==> src/hw/axi_iso_defines.svh <==
`ifndef AXI_ISO_DEFINES_SVH
`define AXI_ISO_DEFINES_SVH

// Bus widths shared by both ports
`define AXI_ISO_ADDR_W 32
`define AXI_ISO_DATA_W 32
`define AXI_ISO_ID_W 4

// Open transactions allowed per counter before new addresses stall
`define AXI_ISO_NUM_PENDING 4

// Counter width
// Holds every value from zero up to and including the pending limit
`define AXI_ISO_CNT_W 3

`endif

==> src/hw/axi_iso_pkg.sv <==
`include "axi_iso_defines.svh"

package axi_iso_pkg;

  //////////////////////////////////////////////////
  // Plain vector types
  //////////////////////////////////////////////////

  typedef logic [`AXI_ISO_ADDR_W-1:0]   addr_t;
  typedef logic [`AXI_ISO_DATA_W-1:0]   data_t;
  // One strobe bit per data byte
  typedef logic [`AXI_ISO_DATA_W/8-1:0] strb_t;
  typedef logic [`AXI_ISO_ID_W-1:0]     id_t;
  // Burst length minus one, as on the bus
  typedef logic [7:0]                   len_t;
  typedef logic [1:0]                   resp_t;
  // Count of open transactions
  typedef logic [`AXI_ISO_CNT_W-1:0]    cnt_t;

  //////////////////////////////////////////////////
  // Channel payloads
  //////////////////////////////////////////////////

  typedef struct packed {
    id_t   id;
    addr_t addr;
    len_t  len;
  } aw_chan_t;

  typedef struct packed {
    data_t data;
    strb_t strb;
    logic  last;
  } w_chan_t;

  typedef struct packed {
    id_t   id;
    resp_t resp;
  } b_chan_t;

  typedef struct packed {
    id_t   id;
    addr_t addr;
    len_t  len;
  } ar_chan_t;

  typedef struct packed {
    id_t   id;
    data_t data;
    resp_t resp;
    logic  last;
  } r_chan_t;

  //////////////////////////////////////////////////
  // Port bundles
  //////////////////////////////////////////////////

  // Everything driven by the master side of a link
  typedef struct packed {
    aw_chan_t aw;
    logic     aw_valid;
    w_chan_t  w;
    logic     w_valid;
    logic     b_ready;
    ar_chan_t ar;
    logic     ar_valid;
    logic     r_ready;
  } axi_req_t;

  // Everything driven by the slave side of a link
  typedef struct packed {
    logic     aw_ready;
    logic     w_ready;
    b_chan_t  b;
    logic     b_valid;
    logic     ar_ready;
    r_chan_t  r;
    logic     r_valid;
  } axi_resp_t;

  // Isolation FSM of one address channel
  typedef enum logic [1:0] {
    st_normal,
    st_hold,
    st_drain,
    st_isolate
  } iso_state_e;

endpackage

==> src/hw/axi_iso_pending_cnt.sv <==
`timescale 1ns/1ns
`include "axi_iso_defines.svh"

module axi_iso_pending_cnt (
  input  logic clk_i,
  input  logic rst_n_i,
  // One transaction opened this cycle
  input  logic inc_i,
  // One transaction closed this cycle
  input  logic dec_i,
  output logic full_o,
  output logic empty_o
);

  // Number of transactions currently open
  axi_iso_pkg::cnt_t cnt_q;

  //////////////////////////////////////////////////
  // Up/down count
  //////////////////////////////////////////////////

  // Open and close in the same cycle cancel out
  always_ff @(posedge clk_i) begin
    if (!rst_n_i) begin
      cnt_q <= '0;
    end else if (inc_i && !dec_i) begin
      cnt_q <= cnt_q + 1'b1;
    end else if (dec_i && !inc_i) begin
      cnt_q <= cnt_q - 1'b1;
    end
  end

  //////////////////////////////////////////////////
  // Flags
  //////////////////////////////////////////////////

  // Limit reached, no further address may be issued
  assign full_o = (cnt_q == axi_iso_pkg::cnt_t'(`AXI_ISO_NUM_PENDING));

  // Nothing in flight
  assign empty_o = (cnt_q == '0);

endmodule

==> src/hw/axi_iso_chan_ctrl.sv <==
`timescale 1ns/1ns

module axi_iso_chan_ctrl (
  input  logic                    clk_i,
  input  logic                    rst_n_i,
  input  logic                    isolate_i,
  // Address valid from the slave port
  input  logic                    slv_valid_i,
  // Address ready from the master port
  input  logic                    mst_ready_i,
  // Some counter of this path is at its limit
  input  logic                    full_i,
  // No transaction of this path is open
  input  logic                    empty_i,
  // Connect the address handshake
  output logic                    pass_o,
  // Force the master-side valid high
  output logic                    hold_o,
  // Zero the master-side address
  output logic                    cut_o,
  // Address counted as issued this cycle
  output logic                    issue_o,
  output axi_iso_pkg::iso_state_e state_o
);

  axi_iso_pkg::iso_state_e state_q;
  axi_iso_pkg::iso_state_e state_d;

  // Start isolated until isolate_i has been seen low
  always_ff @(posedge clk_i) begin
    if (!rst_n_i) begin
      state_q <= axi_iso_pkg::st_isolate;
    end else begin
      state_q <= state_d;
    end
  end

  //////////////////////////////////////////////////
  // Next state and channel control
  //////////////////////////////////////////////////

  always_comb begin
    state_d = state_q;
    pass_o  = 1'b0;
    hold_o  = 1'b0;
    cut_o   = 1'b0;
    issue_o = 1'b0;
    case (state_q)
      axi_iso_pkg::st_normal: begin
        if (full_i) begin
          // Handshake stays cut while at the limit
          if (isolate_i) begin
            state_d = axi_iso_pkg::st_drain;
          end
        end else begin
          pass_o  = 1'b1;
          // Counted once on first offer
          issue_o = slv_valid_i;
          if (slv_valid_i && !mst_ready_i) begin
            // Offered but not taken, keep it valid
            state_d = axi_iso_pkg::st_hold;
          end else if (isolate_i) begin
            state_d = axi_iso_pkg::st_drain;
          end
        end
      end
      axi_iso_pkg::st_hold: begin
        // Valid forced high, ready still connected
        pass_o = 1'b1;
        hold_o = 1'b1;
        if (mst_ready_i) begin
          state_d = isolate_i ? axi_iso_pkg::st_drain : axi_iso_pkg::st_normal;
        end
      end
      axi_iso_pkg::st_drain: begin
        // Block new addresses until all responses are back
        cut_o = 1'b1;
        if (empty_i) begin
          state_d = axi_iso_pkg::st_isolate;
        end
      end
      axi_iso_pkg::st_isolate: begin
        cut_o = 1'b1;
        if (!isolate_i) begin
          state_d = axi_iso_pkg::st_normal;
        end
      end
      default: begin
        state_d = axi_iso_pkg::st_isolate;
      end
    endcase
  end

  assign state_o = state_q;

endmodule

==> src/hw/axi_iso_write_path.sv <==
`timescale 1ns/1ns

module axi_iso_write_path (
  input  logic                  clk_i,
  input  logic                  rst_n_i,
  input  logic                  isolate_i,
  // Slave port
  input  axi_iso_pkg::aw_chan_t slv_aw_i,
  input  logic                  slv_aw_valid_i,
  input  axi_iso_pkg::w_chan_t  slv_w_i,
  input  logic                  slv_w_valid_i,
  input  logic                  slv_b_ready_i,
  output logic                  slv_aw_ready_o,
  output logic                  slv_w_ready_o,
  output axi_iso_pkg::b_chan_t  slv_b_o,
  output logic                  slv_b_valid_o,
  // Master port
  output axi_iso_pkg::aw_chan_t mst_aw_o,
  output logic                  mst_aw_valid_o,
  output axi_iso_pkg::w_chan_t  mst_w_o,
  output logic                  mst_w_valid_o,
  output logic                  mst_b_ready_o,
  input  logic                  mst_aw_ready_i,
  input  logic                  mst_w_ready_i,
  input  axi_iso_pkg::b_chan_t  mst_b_i,
  input  logic                  mst_b_valid_i,
  // Write side fully isolated
  output logic                  isolated_o
);

  logic                    pass;
  logic                    hold;
  logic                    cut;
  logic                    issue;
  axi_iso_pkg::iso_state_e state;

  logic                    aw_full;
  logic                    aw_empty;
  logic                    w_full;
  logic                    w_empty;
  logic                    w_block;
  logic                    in_iso;

  //////////////////////////////////////////////////
  // Control and counters
  //////////////////////////////////////////////////

  // Drain ends once every B has come back
  axi_iso_chan_ctrl u_ctrl (
    .clk_i       (clk_i),
    .rst_n_i     (rst_n_i),
    .isolate_i   (isolate_i),
    .slv_valid_i (slv_aw_valid_i),
    .mst_ready_i (mst_aw_ready_i),
    .full_i      (aw_full | w_full),
    .empty_i     (aw_empty),
    .pass_o      (pass),
    .hold_o      (hold),
    .cut_o       (cut),
    .issue_o     (issue),
    .state_o     (state)
  );

  // Bursts open from AW issue to B handshake
  axi_iso_pending_cnt u_burst_cnt (
    .clk_i   (clk_i),
    .rst_n_i (rst_n_i),
    .inc_i   (issue),
    .dec_i   (mst_b_valid_i & mst_b_ready_o),
    .full_o  (aw_full),
    .empty_o (aw_empty)
  );

  // Data bursts open from AW issue to the last W beat
  axi_iso_pending_cnt u_data_cnt (
    .clk_i   (clk_i),
    .rst_n_i (rst_n_i),
    .inc_i   (issue),
    .dec_i   (mst_w_valid_o & mst_w_ready_i & mst_w_o.last),
    .full_o  (w_full),
    .empty_o (w_empty)
  );

  //////////////////////////////////////////////////
  // AW channel
  //////////////////////////////////////////////////

  assign mst_aw_o       = cut ? '0 : slv_aw_i;
  // Hold keeps an offered address valid until taken
  assign mst_aw_valid_o = hold | (pass & slv_aw_valid_i);
  assign slv_aw_ready_o = pass & mst_aw_ready_i;

  //////////////////////////////////////////////////
  // W channel
  //////////////////////////////////////////////////

  // No open data burst and no AW going out right now
  assign w_block = w_empty & ~issue;

  assign mst_w_o       = w_block ? '0 : slv_w_i;
  assign mst_w_valid_o = ~w_block & slv_w_valid_i;
  assign slv_w_ready_o = ~w_block & mst_w_ready_i;

  //////////////////////////////////////////////////
  // B channel
  //////////////////////////////////////////////////

  assign in_iso = (state == axi_iso_pkg::st_isolate);

  // Responses flow in every state except Isolate
  assign slv_b_o       = in_iso ? '0 : mst_b_i;
  assign slv_b_valid_o = ~in_iso & mst_b_valid_i;
  assign mst_b_ready_o = ~in_iso & slv_b_ready_i;

  assign isolated_o = in_iso;

endmodule

==> src/hw/axi_iso_read_path.sv <==
`timescale 1ns/1ns

module axi_iso_read_path (
  input  logic                  clk_i,
  input  logic                  rst_n_i,
  input  logic                  isolate_i,
  // Slave port
  input  axi_iso_pkg::ar_chan_t slv_ar_i,
  input  logic                  slv_ar_valid_i,
  input  logic                  slv_r_ready_i,
  output logic                  slv_ar_ready_o,
  output axi_iso_pkg::r_chan_t  slv_r_o,
  output logic                  slv_r_valid_o,
  // Master port
  output axi_iso_pkg::ar_chan_t mst_ar_o,
  output logic                  mst_ar_valid_o,
  output logic                  mst_r_ready_o,
  input  logic                  mst_ar_ready_i,
  input  axi_iso_pkg::r_chan_t  mst_r_i,
  input  logic                  mst_r_valid_i,
  // Read side fully isolated
  output logic                  isolated_o
);

  logic                    pass;
  logic                    hold;
  logic                    cut;
  logic                    issue;
  axi_iso_pkg::iso_state_e state;

  logic                    ar_full;
  logic                    ar_empty;
  logic                    in_iso;

  //////////////////////////////////////////////////
  // Control and counter
  //////////////////////////////////////////////////

  axi_iso_chan_ctrl u_ctrl (
    .clk_i       (clk_i),
    .rst_n_i     (rst_n_i),
    .isolate_i   (isolate_i),
    .slv_valid_i (slv_ar_valid_i),
    .mst_ready_i (mst_ar_ready_i),
    .full_i      (ar_full),
    .empty_i     (ar_empty),
    .pass_o      (pass),
    .hold_o      (hold),
    .cut_o       (cut),
    .issue_o     (issue),
    .state_o     (state)
  );

  // Reads open from AR issue to the last R beat
  axi_iso_pending_cnt u_read_cnt (
    .clk_i   (clk_i),
    .rst_n_i (rst_n_i),
    .inc_i   (issue),
    .dec_i   (mst_r_valid_i & mst_r_ready_o & mst_r_i.last),
    .full_o  (ar_full),
    .empty_o (ar_empty)
  );

  //////////////////////////////////////////////////
  // AR channel
  //////////////////////////////////////////////////

  assign mst_ar_o       = cut ? '0 : slv_ar_i;
  // Valid stays up in Hold whatever the slave port does
  assign mst_ar_valid_o = hold | (pass & slv_ar_valid_i);
  assign slv_ar_ready_o = pass & mst_ar_ready_i;

  //////////////////////////////////////////////////
  // R channel
  //////////////////////////////////////////////////

  assign in_iso = (state == axi_iso_pkg::st_isolate);

  // Read data still drains in Drain
  assign slv_r_o       = in_iso ? '0 : mst_r_i;
  assign slv_r_valid_o = ~in_iso & mst_r_valid_i;
  assign mst_r_ready_o = ~in_iso & slv_r_ready_i;

  assign isolated_o = in_iso;

endmodule

==> src/hw/axi_iso_top.sv <==
`timescale 1ns/1ns

module axi_iso_top (
  input  logic                   clk_i,
  input  logic                   rst_n_i,
  input  logic                   isolate_i,
  input  axi_iso_pkg::axi_req_t  slv_req_i,
  output axi_iso_pkg::axi_resp_t slv_resp_o,
  output axi_iso_pkg::axi_req_t  mst_req_o,
  input  axi_iso_pkg::axi_resp_t mst_resp_i,
  output logic                   isolated_o
);

  // Master-side request fields from the two paths
  axi_iso_pkg::aw_chan_t mst_aw;
  logic                  mst_aw_valid;
  axi_iso_pkg::w_chan_t  mst_w;
  logic                  mst_w_valid;
  logic                  mst_b_ready;
  axi_iso_pkg::ar_chan_t mst_ar;
  logic                  mst_ar_valid;
  logic                  mst_r_ready;

  // Slave-side response fields from the two paths
  logic                  slv_aw_ready;
  logic                  slv_w_ready;
  axi_iso_pkg::b_chan_t  slv_b;
  logic                  slv_b_valid;
  logic                  slv_ar_ready;
  axi_iso_pkg::r_chan_t  slv_r;
  logic                  slv_r_valid;

  logic                  wr_isolated;
  logic                  rd_isolated;

  //////////////////////////////////////////////////
  // Write side
  //////////////////////////////////////////////////

  axi_iso_write_path u_write (
    .clk_i          (clk_i),
    .rst_n_i        (rst_n_i),
    .isolate_i      (isolate_i),
    .slv_aw_i       (slv_req_i.aw),
    .slv_aw_valid_i (slv_req_i.aw_valid),
    .slv_w_i        (slv_req_i.w),
    .slv_w_valid_i  (slv_req_i.w_valid),
    .slv_b_ready_i  (slv_req_i.b_ready),
    .slv_aw_ready_o (slv_aw_ready),
    .slv_w_ready_o  (slv_w_ready),
    .slv_b_o        (slv_b),
    .slv_b_valid_o  (slv_b_valid),
    .mst_aw_o       (mst_aw),
    .mst_aw_valid_o (mst_aw_valid),
    .mst_w_o        (mst_w),
    .mst_w_valid_o  (mst_w_valid),
    .mst_b_ready_o  (mst_b_ready),
    .mst_aw_ready_i (mst_resp_i.aw_ready),
    .mst_w_ready_i  (mst_resp_i.w_ready),
    .mst_b_i        (mst_resp_i.b),
    .mst_b_valid_i  (mst_resp_i.b_valid),
    .isolated_o     (wr_isolated)
  );

  //////////////////////////////////////////////////
  // Read side
  //////////////////////////////////////////////////

  axi_iso_read_path u_read (
    .clk_i          (clk_i),
    .rst_n_i        (rst_n_i),
    .isolate_i      (isolate_i),
    .slv_ar_i       (slv_req_i.ar),
    .slv_ar_valid_i (slv_req_i.ar_valid),
    .slv_r_ready_i  (slv_req_i.r_ready),
    .slv_ar_ready_o (slv_ar_ready),
    .slv_r_o        (slv_r),
    .slv_r_valid_o  (slv_r_valid),
    .mst_ar_o       (mst_ar),
    .mst_ar_valid_o (mst_ar_valid),
    .mst_r_ready_o  (mst_r_ready),
    .mst_ar_ready_i (mst_resp_i.ar_ready),
    .mst_r_i        (mst_resp_i.r),
    .mst_r_valid_i  (mst_resp_i.r_valid),
    .isolated_o     (rd_isolated)
  );

  //////////////////////////////////////////////////
  // Merge into the port bundles
  //////////////////////////////////////////////////

  always_comb begin
    mst_req_o.aw       = mst_aw;
    mst_req_o.aw_valid = mst_aw_valid;
    mst_req_o.w        = mst_w;
    mst_req_o.w_valid  = mst_w_valid;
    mst_req_o.b_ready  = mst_b_ready;
    mst_req_o.ar       = mst_ar;
    mst_req_o.ar_valid = mst_ar_valid;
    mst_req_o.r_ready  = mst_r_ready;
  end

  always_comb begin
    slv_resp_o.aw_ready = slv_aw_ready;
    slv_resp_o.w_ready  = slv_w_ready;
    slv_resp_o.b        = slv_b;
    slv_resp_o.b_valid  = slv_b_valid;
    slv_resp_o.ar_ready = slv_ar_ready;
    slv_resp_o.r        = slv_r;
    slv_resp_o.r_valid  = slv_r_valid;
  end

  // Isolated only when both sides have settled
  assign isolated_o = wr_isolated & rd_isolated;

endmodule

==> config.mk <==
export PLATFORM = sky130hd
export DESIGN_NAME = axi_iso_top
export DESIGN_NICKNAME = d
export VERILOG_FILES = /design/src/hw/axi_iso_pkg.sv /design/src/hw/axi_iso_pending_cnt.sv /design/src/hw/axi_iso_chan_ctrl.sv /design/src/hw/axi_iso_write_path.sv /design/src/hw/axi_iso_read_path.sv /design/src/hw/axi_iso_top.sv
export VERILOG_INCLUDE_DIRS = /design/src /design/src/hw
export SDC_FILE = /design/constraint.sdc
export NUM_CORES = 1
export LEC_CHECK = 0
export BUFFER_PORTS_ARGS = -buffer_cell sky130_fd_sc_hd__buf_2
export CAP_MARGIN = 10
export CELL_PAD_IN_SITES_DETAIL_PLACEMENT = 0
export CELL_PAD_IN_SITES_GLOBAL_PLACEMENT = 1
export CORE_AREA = 8 8 137 139
export CTS_CLUSTER_SIZE = 30
export DETAILED_ROUTE_END_ITERATION = 16
export DIE_AREA = 0 0 145 147
export GPL_TIMING_DRIVEN = 1
export PLACE_DENSITY_LB_ADDON = 0.1
export SETUP_SLACK_MARGIN = 0.2
export SKIP_CTS_REPAIR_TIMING = 1
export SYNTH_ARGS = -nofsm -noshare
export SYNTH_HDL_FRONTEND = slang
export SYNTH_SLANG_ARGS = --single-unit
==> constraint.sdc <==
create_clock -name clk_i -period 8.4 [get_ports clk_i]
set_input_delay 1.68 -clock clk_i [delete_from_list [all_inputs] [get_ports clk_i]]
set_output_delay 1.68 -clock clk_i [all_outputs]
set_load 0.03 [all_outputs]
# [Word level (Yosys, flattened, before mapping)]
# Cells that the tools add are included.
[word_totals] inputBits=183 latchBits=0 output_inout_bits=181 mem_bits_rw=0 reg_bits=13 romBits=0 memories=0 elab_cells=114
[op_classes] n_mul=0 bitwise=24 div_mod_pow=0 shift=0 eq_ne=15 add_sub_neg=6 n_lt_le_gt_ge=0 n_reduce_logical=27 n_mux=37
[ops] operator="$mux W44" n=2
[ops] operator="$mux W39" n=1
[ops] operator="$mux W37" n=1
[ops] operator="$mux W2" n=12
[ops] operator="$mux W3" n=6
[ops] operator="$and A1 B1 Y1" n=17
[ops] operator="$pmux W2 S4" n=2
[ops] operator="$mux W1" n=10
[ops] operator="$add A3 B1 Y3 const B" n=3
[ops] operator="$eq A3 B3 Y1 const B" n=3
[ops] operator="$logic_not A3 Y1" n=3
[ops] operator="$sub A3 B1 Y3 const B" n=3
[ops] operator="$eq A2 B2 Y1 const B" n=4
[ops] operator="$logic_and A1 B1 Y1" n=8
[ops] operator="$ne A2 B2 Y1 const B" n=4
[ops] operator="$logic_not A1 Y1" n=7
[ops] operator="$mux W6" n=1
[ops] operator="$reduce_and A3 Y1" n=2
[ops] operator="$reduce_bool A2 Y1" n=3
[ops] operator="$eq A2 B1 Y1 const B" n=2
[ops] operator="$logic_not A2 Y1" n=2
[ops] operator="$ne A2 B1 Y1 const B" n=2
[ops] operator="$not A1 Y1" n=4
[ops] operator="$pmux W1 S2" n=2
[ops] operator="other kinds (2)" n=5

# [Depth between registers and ports, before layout]
[logic_depth] depth_word=13 mapped_depth=10 ltp_nobuf=9

# [Modules after synthesis]
# A second synthesis with hierarchy kept.
[unflattened] cells_unflattened=307 hier_area_um2=2213.4
[modules_own_cells] module="axi_iso_write_path" seq_area_each_um2=0.0 area_per_inst_um2=709.4 n_inst=1 cells_each=107
[modules_own_cells] module="axi_iso_read_path" seq_area_each_um2=0.0 area_per_inst_um2=615.6 n_inst=1 cells_each=98
[modules_own_cells] module="axi_iso_pending_cnt" seq_area_each_um2=60.1 area_per_inst_um2=171.4 n_inst=3 cells_each=17
[modules_own_cells] module="axi_iso_chan_ctrl" seq_area_each_um2=40.0 area_per_inst_um2=146.4 n_inst=2 cells_each=20
[modules_own_cells] module="axi_iso_top" seq_area_each_um2=0.0 area_per_inst_um2=81.3 n_inst=1 cells_each=11

# [Least setup slack after synthesis]
# OpenSTA, ideal clock, no wires.
[synth_path] kind="input to output" startpoint="in slv_req_i[85] in the netlist's numbering" endpoint="out mst_req_o[48] in the netlist's numbering" t_arrival_ps=2713 required_ps=6720 cell_stages=4 slack_ps=4007 path_buffers=1 path_cell_list="nor3b_1 -> a211oi_2 -> buf_2 -> nor2b_1"
[synth_lines] element="from (decl)" line="axi_iso_top.sv:7" rtl="input axi_iso_pkg::axi_req_t slv_req_i,"
[synth_lines] element="to (decl)" line="axi_iso_top.sv:9" rtl="output axi_iso_pkg::axi_req_t mst_req_o,"

==> run_results.csv <==
group,metric,value,unit
job,cap_violations,0,
worst_setup_path,crit_family,"buffers and inverters",
clocking,htree_levels,1,
power_and_ir_drop,p_sw,0.298,mW
yosys,mappedNetlistNets,484,
worst_setup_path,path_cells,"buf_2 > nor3b_1 > a211oi_4 > buf_4 > nor2b_1 > buf_2",
yosys,synthDistinctLibCells,37,
yosys,post-synth-top-count-cell,"nor2b_1",
sta,hold_viol,0,
sta,worstMarginPinSlew,1.10,ns
sta,period_share,54.7,%
power_and_ir_drop,p_leak,2.42,nW
worst_setup_path,cpMaxStageDelayCell,"nor3b_1",
clocking,clock_latency,0.24,ns
yosys,yosys.area.top_type,"nor2b_1",
sta,min_period,4.60,ns
die,row_count,48,
status,run_status,"complete, no violations",
yosys,async_flop_share,0,%
sta,drv_slew,0,
yosys,ys.warnings.count,0,
sta,setup_tns,0,ns
worst_setup_path,crit_buf_inv,3,
power_and_ir_drop,seqPwrFrac,14.7,%
layout,final_nets,826,
power_and_ir_drop,p_sw_share,53.3,%
clocking,numCtsBuffers,3,
yosys,synth_area_leaders,"nor2b_1, and2_1, dfxtp_1",
placement,dpl.hpwl,11.8,mm
global_route,track_usage,11.2,%
yosys,syn_inst,295,
yosys,synth.yosys.seq_area_share,12.7,%
sta,rsz0062_at_grt,"false",
global_route,antenna_found_initial,0,
yosys,ys.flop_type,"dfxtp_1",
sta,setup_viol,0,
die,io-pin-count,364,
placement,port-buffer-count,363,
global_route,overflow,0,
worst_setup_path,crit_arrival,2.92,ns
placement,place.gp.congestion,0.823,
clocking,cts_tree,"done",
routing,ant_nets,0,
yosys,synth_edf_count,0,
hold_path,hold_path.class,"reg -> reg",
routing,drtIter0Drc,60,
die,start_util,12.3,%
worst_setup_path,endpoint_kind,"output pin",
worst_setup_path,critPathMaxStageDelay,0.40,ns
routing,vias_per_cell,3.69,
yosys,synth_common_cells,"nor2b_1, and2_1, clkbuf_1",
power_and_ir_drop,powerDensity,136,nW/um2
routing,route.detailed.drc,0,
sta,finalWorstSetupSlack,3.80,ns
worst_setup_path,critPathKind,"in -> out",
routing,num_vias,3173,
sta,skew,0.00197,ns
power_and_ir_drop,pwr-share-comb,69.5,%
die,die-area,21300,um2
power_and_ir_drop,max-vdd-ir-drop,0.0000588,V
power_and_ir_drop,clkPwrFrac,15.8,%
layout,area_growth,99.8,%
worst_setup_path,cp_common_cell,"buf_2",
power_and_ir_drop,p_int,0.262,mW
yosys,syn_area_per_cell,6.96,um2
routing,wirelength,13.0,mm
worst_setup_path,crit_fanout,40,
placement,place_ws,3.78,ns
clocking,path_clk_slew,0.05,ns
sta,max_freq,218,MHz
global_route,grt_pass1_vias,3405,
yosys,synth_area,2050,um2
worst_setup_path,startpoint_type,"input port",
die,die_w,145,um
sta,slew-limit-headroom,26.5,%
worst_setup_path,critPathRequiredTime,6.72,ns
yosys,ys_ff_latch,13,
layout,final_layout_size_suffix_gt1_share,58.6,%
yosys,synth_top_area_share,39.6,%
layout,num_antenna_cells,0,
clocking,clockRootBuffer,"clkbuf_16",
clocking,clock_sinks,13,
die,coreArea,16800,um2
die,fp.dieH,147,um
clocking,cts_buffer_depth,2,
global_route,grt_max_degree,52,
global_route,grt_first_pass_wirelength,19.5,mm
routing,firstDrtPassIters,4,
routing,wire_per_inst,15.1,um
[power by group through the flow]
| stage | clock, mW | sequential [mW] | combinational (mW) |
|---|---|---|---|
| after floorplan | 0 | 0.0749 | 0.269 |
| after global placement | 0 | 0.0833 | 0.399 |
| after detailed placement | 0 | 0.0837 | 0.396 |
| after CTS | 0.0919 | 0.0825 | 0.397 |
| after global routing | 0.0949 | 0.0841 | 0.417 |
| final | 0.0887 | 0.0820 | 0.389 |
[placed cells by master (no fill, tap or decap), drive strengths merged, types with 2 or more instances in the layout]
| cell type | instances |
|---|---|
| nand2b | 2 |
| a21oi | 6 |
| nand2 | 3 |
| fa | 3 |
| clkbuf | 4 |
| mux2i | 3 |
| buf | 365 |
| inv | 5 |
| nor2 | 11 |
| o21ai | 4 |
| and2 | 50 |
| nor2b | 130 |
| nor3b | 2 |
| or3b | 3 |
| or3 | 3 |
| a21o | 2 |
| nand3 | 3 |
| dfxtp | 13 |
| ha | 3 |
| xor2 | 6 |
[area by class of cell]
cell class | instances | area, um2
clock buffers | 4 | 78.8
fillers | 1925 | 12700
inverters | 6 | 22.5
multi-input cells | 248 | 1630
flip-flops and latches | 13 | 262
well taps | 225 | 282
repair buffers | 365 | 1830
[metal layers]
metal,routed length [um],track usage (%),share of wire (%)
met3,1180,3.72,9.1
met2,6700,21.7,52
met5,0,0,0
met4,227,2.74,1.8
met1,4870,11.3,38
[flip-flops by register name (all words and copies together) (netlist names)]
name                       cells
u_read.u_read_cnt.cnt_q        3
u_write.u_burst_cnt.cnt_q      3
u_write.u_data_cnt.cnt_q       3
u_read.u_ctrl.state_o          2
u_write.u_ctrl.state_o         2
[final timing paths]
path,start,end,slack [ns],cells after the start
min,u_read.u_read_cnt.cnt_q[2]$_SDFFE_PN0P_,u_read.u_read_cnt.cnt_q[2]$_SDFFE_PN0P_,0.51,2
min reg2reg,u_read.u_read_cnt.cnt_q[2]$_SDFFE_PN0P_,u_read.u_read_cnt.cnt_q[2]$_SDFFE_PN0P_,0.51,2
max reg2reg,u_read.u_ctrl.state_o[1]$_SDFFE_PN1P_,u_read.u_read_cnt.cnt_q[2]$_SDFFE_PN0P_,4.95,10
max,slv_req_i[85],mst_req_o[66],3.80,6
[worst reg2reg max path: cells and delay by family, from the launching register on]
kind,cells,cell delay (ns)
AOI/OAI and AO/OA,1,0.15
DFF,1,0.30
buffers and inverters,2,0.48
and+or+nand+nor,4,1.65
xor gates and xnor gates,1,0.18
adders and majority gates,2,0.60
[through the flow]
step	utilization [%]	instances	power, mW	cell area (um2)	hold slack [ns]
after floorplan	-	295	0.344	2050	0.466
after global placement	24.0	857	0.482	4030	0.484
after detailed placement	24.0	857	0.479	4030	0.500
after CTS	24.5	861	0.571	4110	0.506
after global routing	24.5	861	0.596	4110	0.571
final	24.5	861	0.560	4110	0.506
[kinds of logic (layout without fill, tap and decap cells)]
kind of cell / after synthesis / count (layout) / synth area share, %
simple gates: 213 / 213 / 63.7
buf+inv: 34 / 375 / 8.40
compound gates: 20 / 20 / 6.46
flops: 13 / 13 / 12.7
fa+ha+maj: 6 / 6 / 4.75
xor+xnor: 6 / 6 / 2.56
mux: 3 / 3 / 1.46
(Power assumes the default switching activity.)
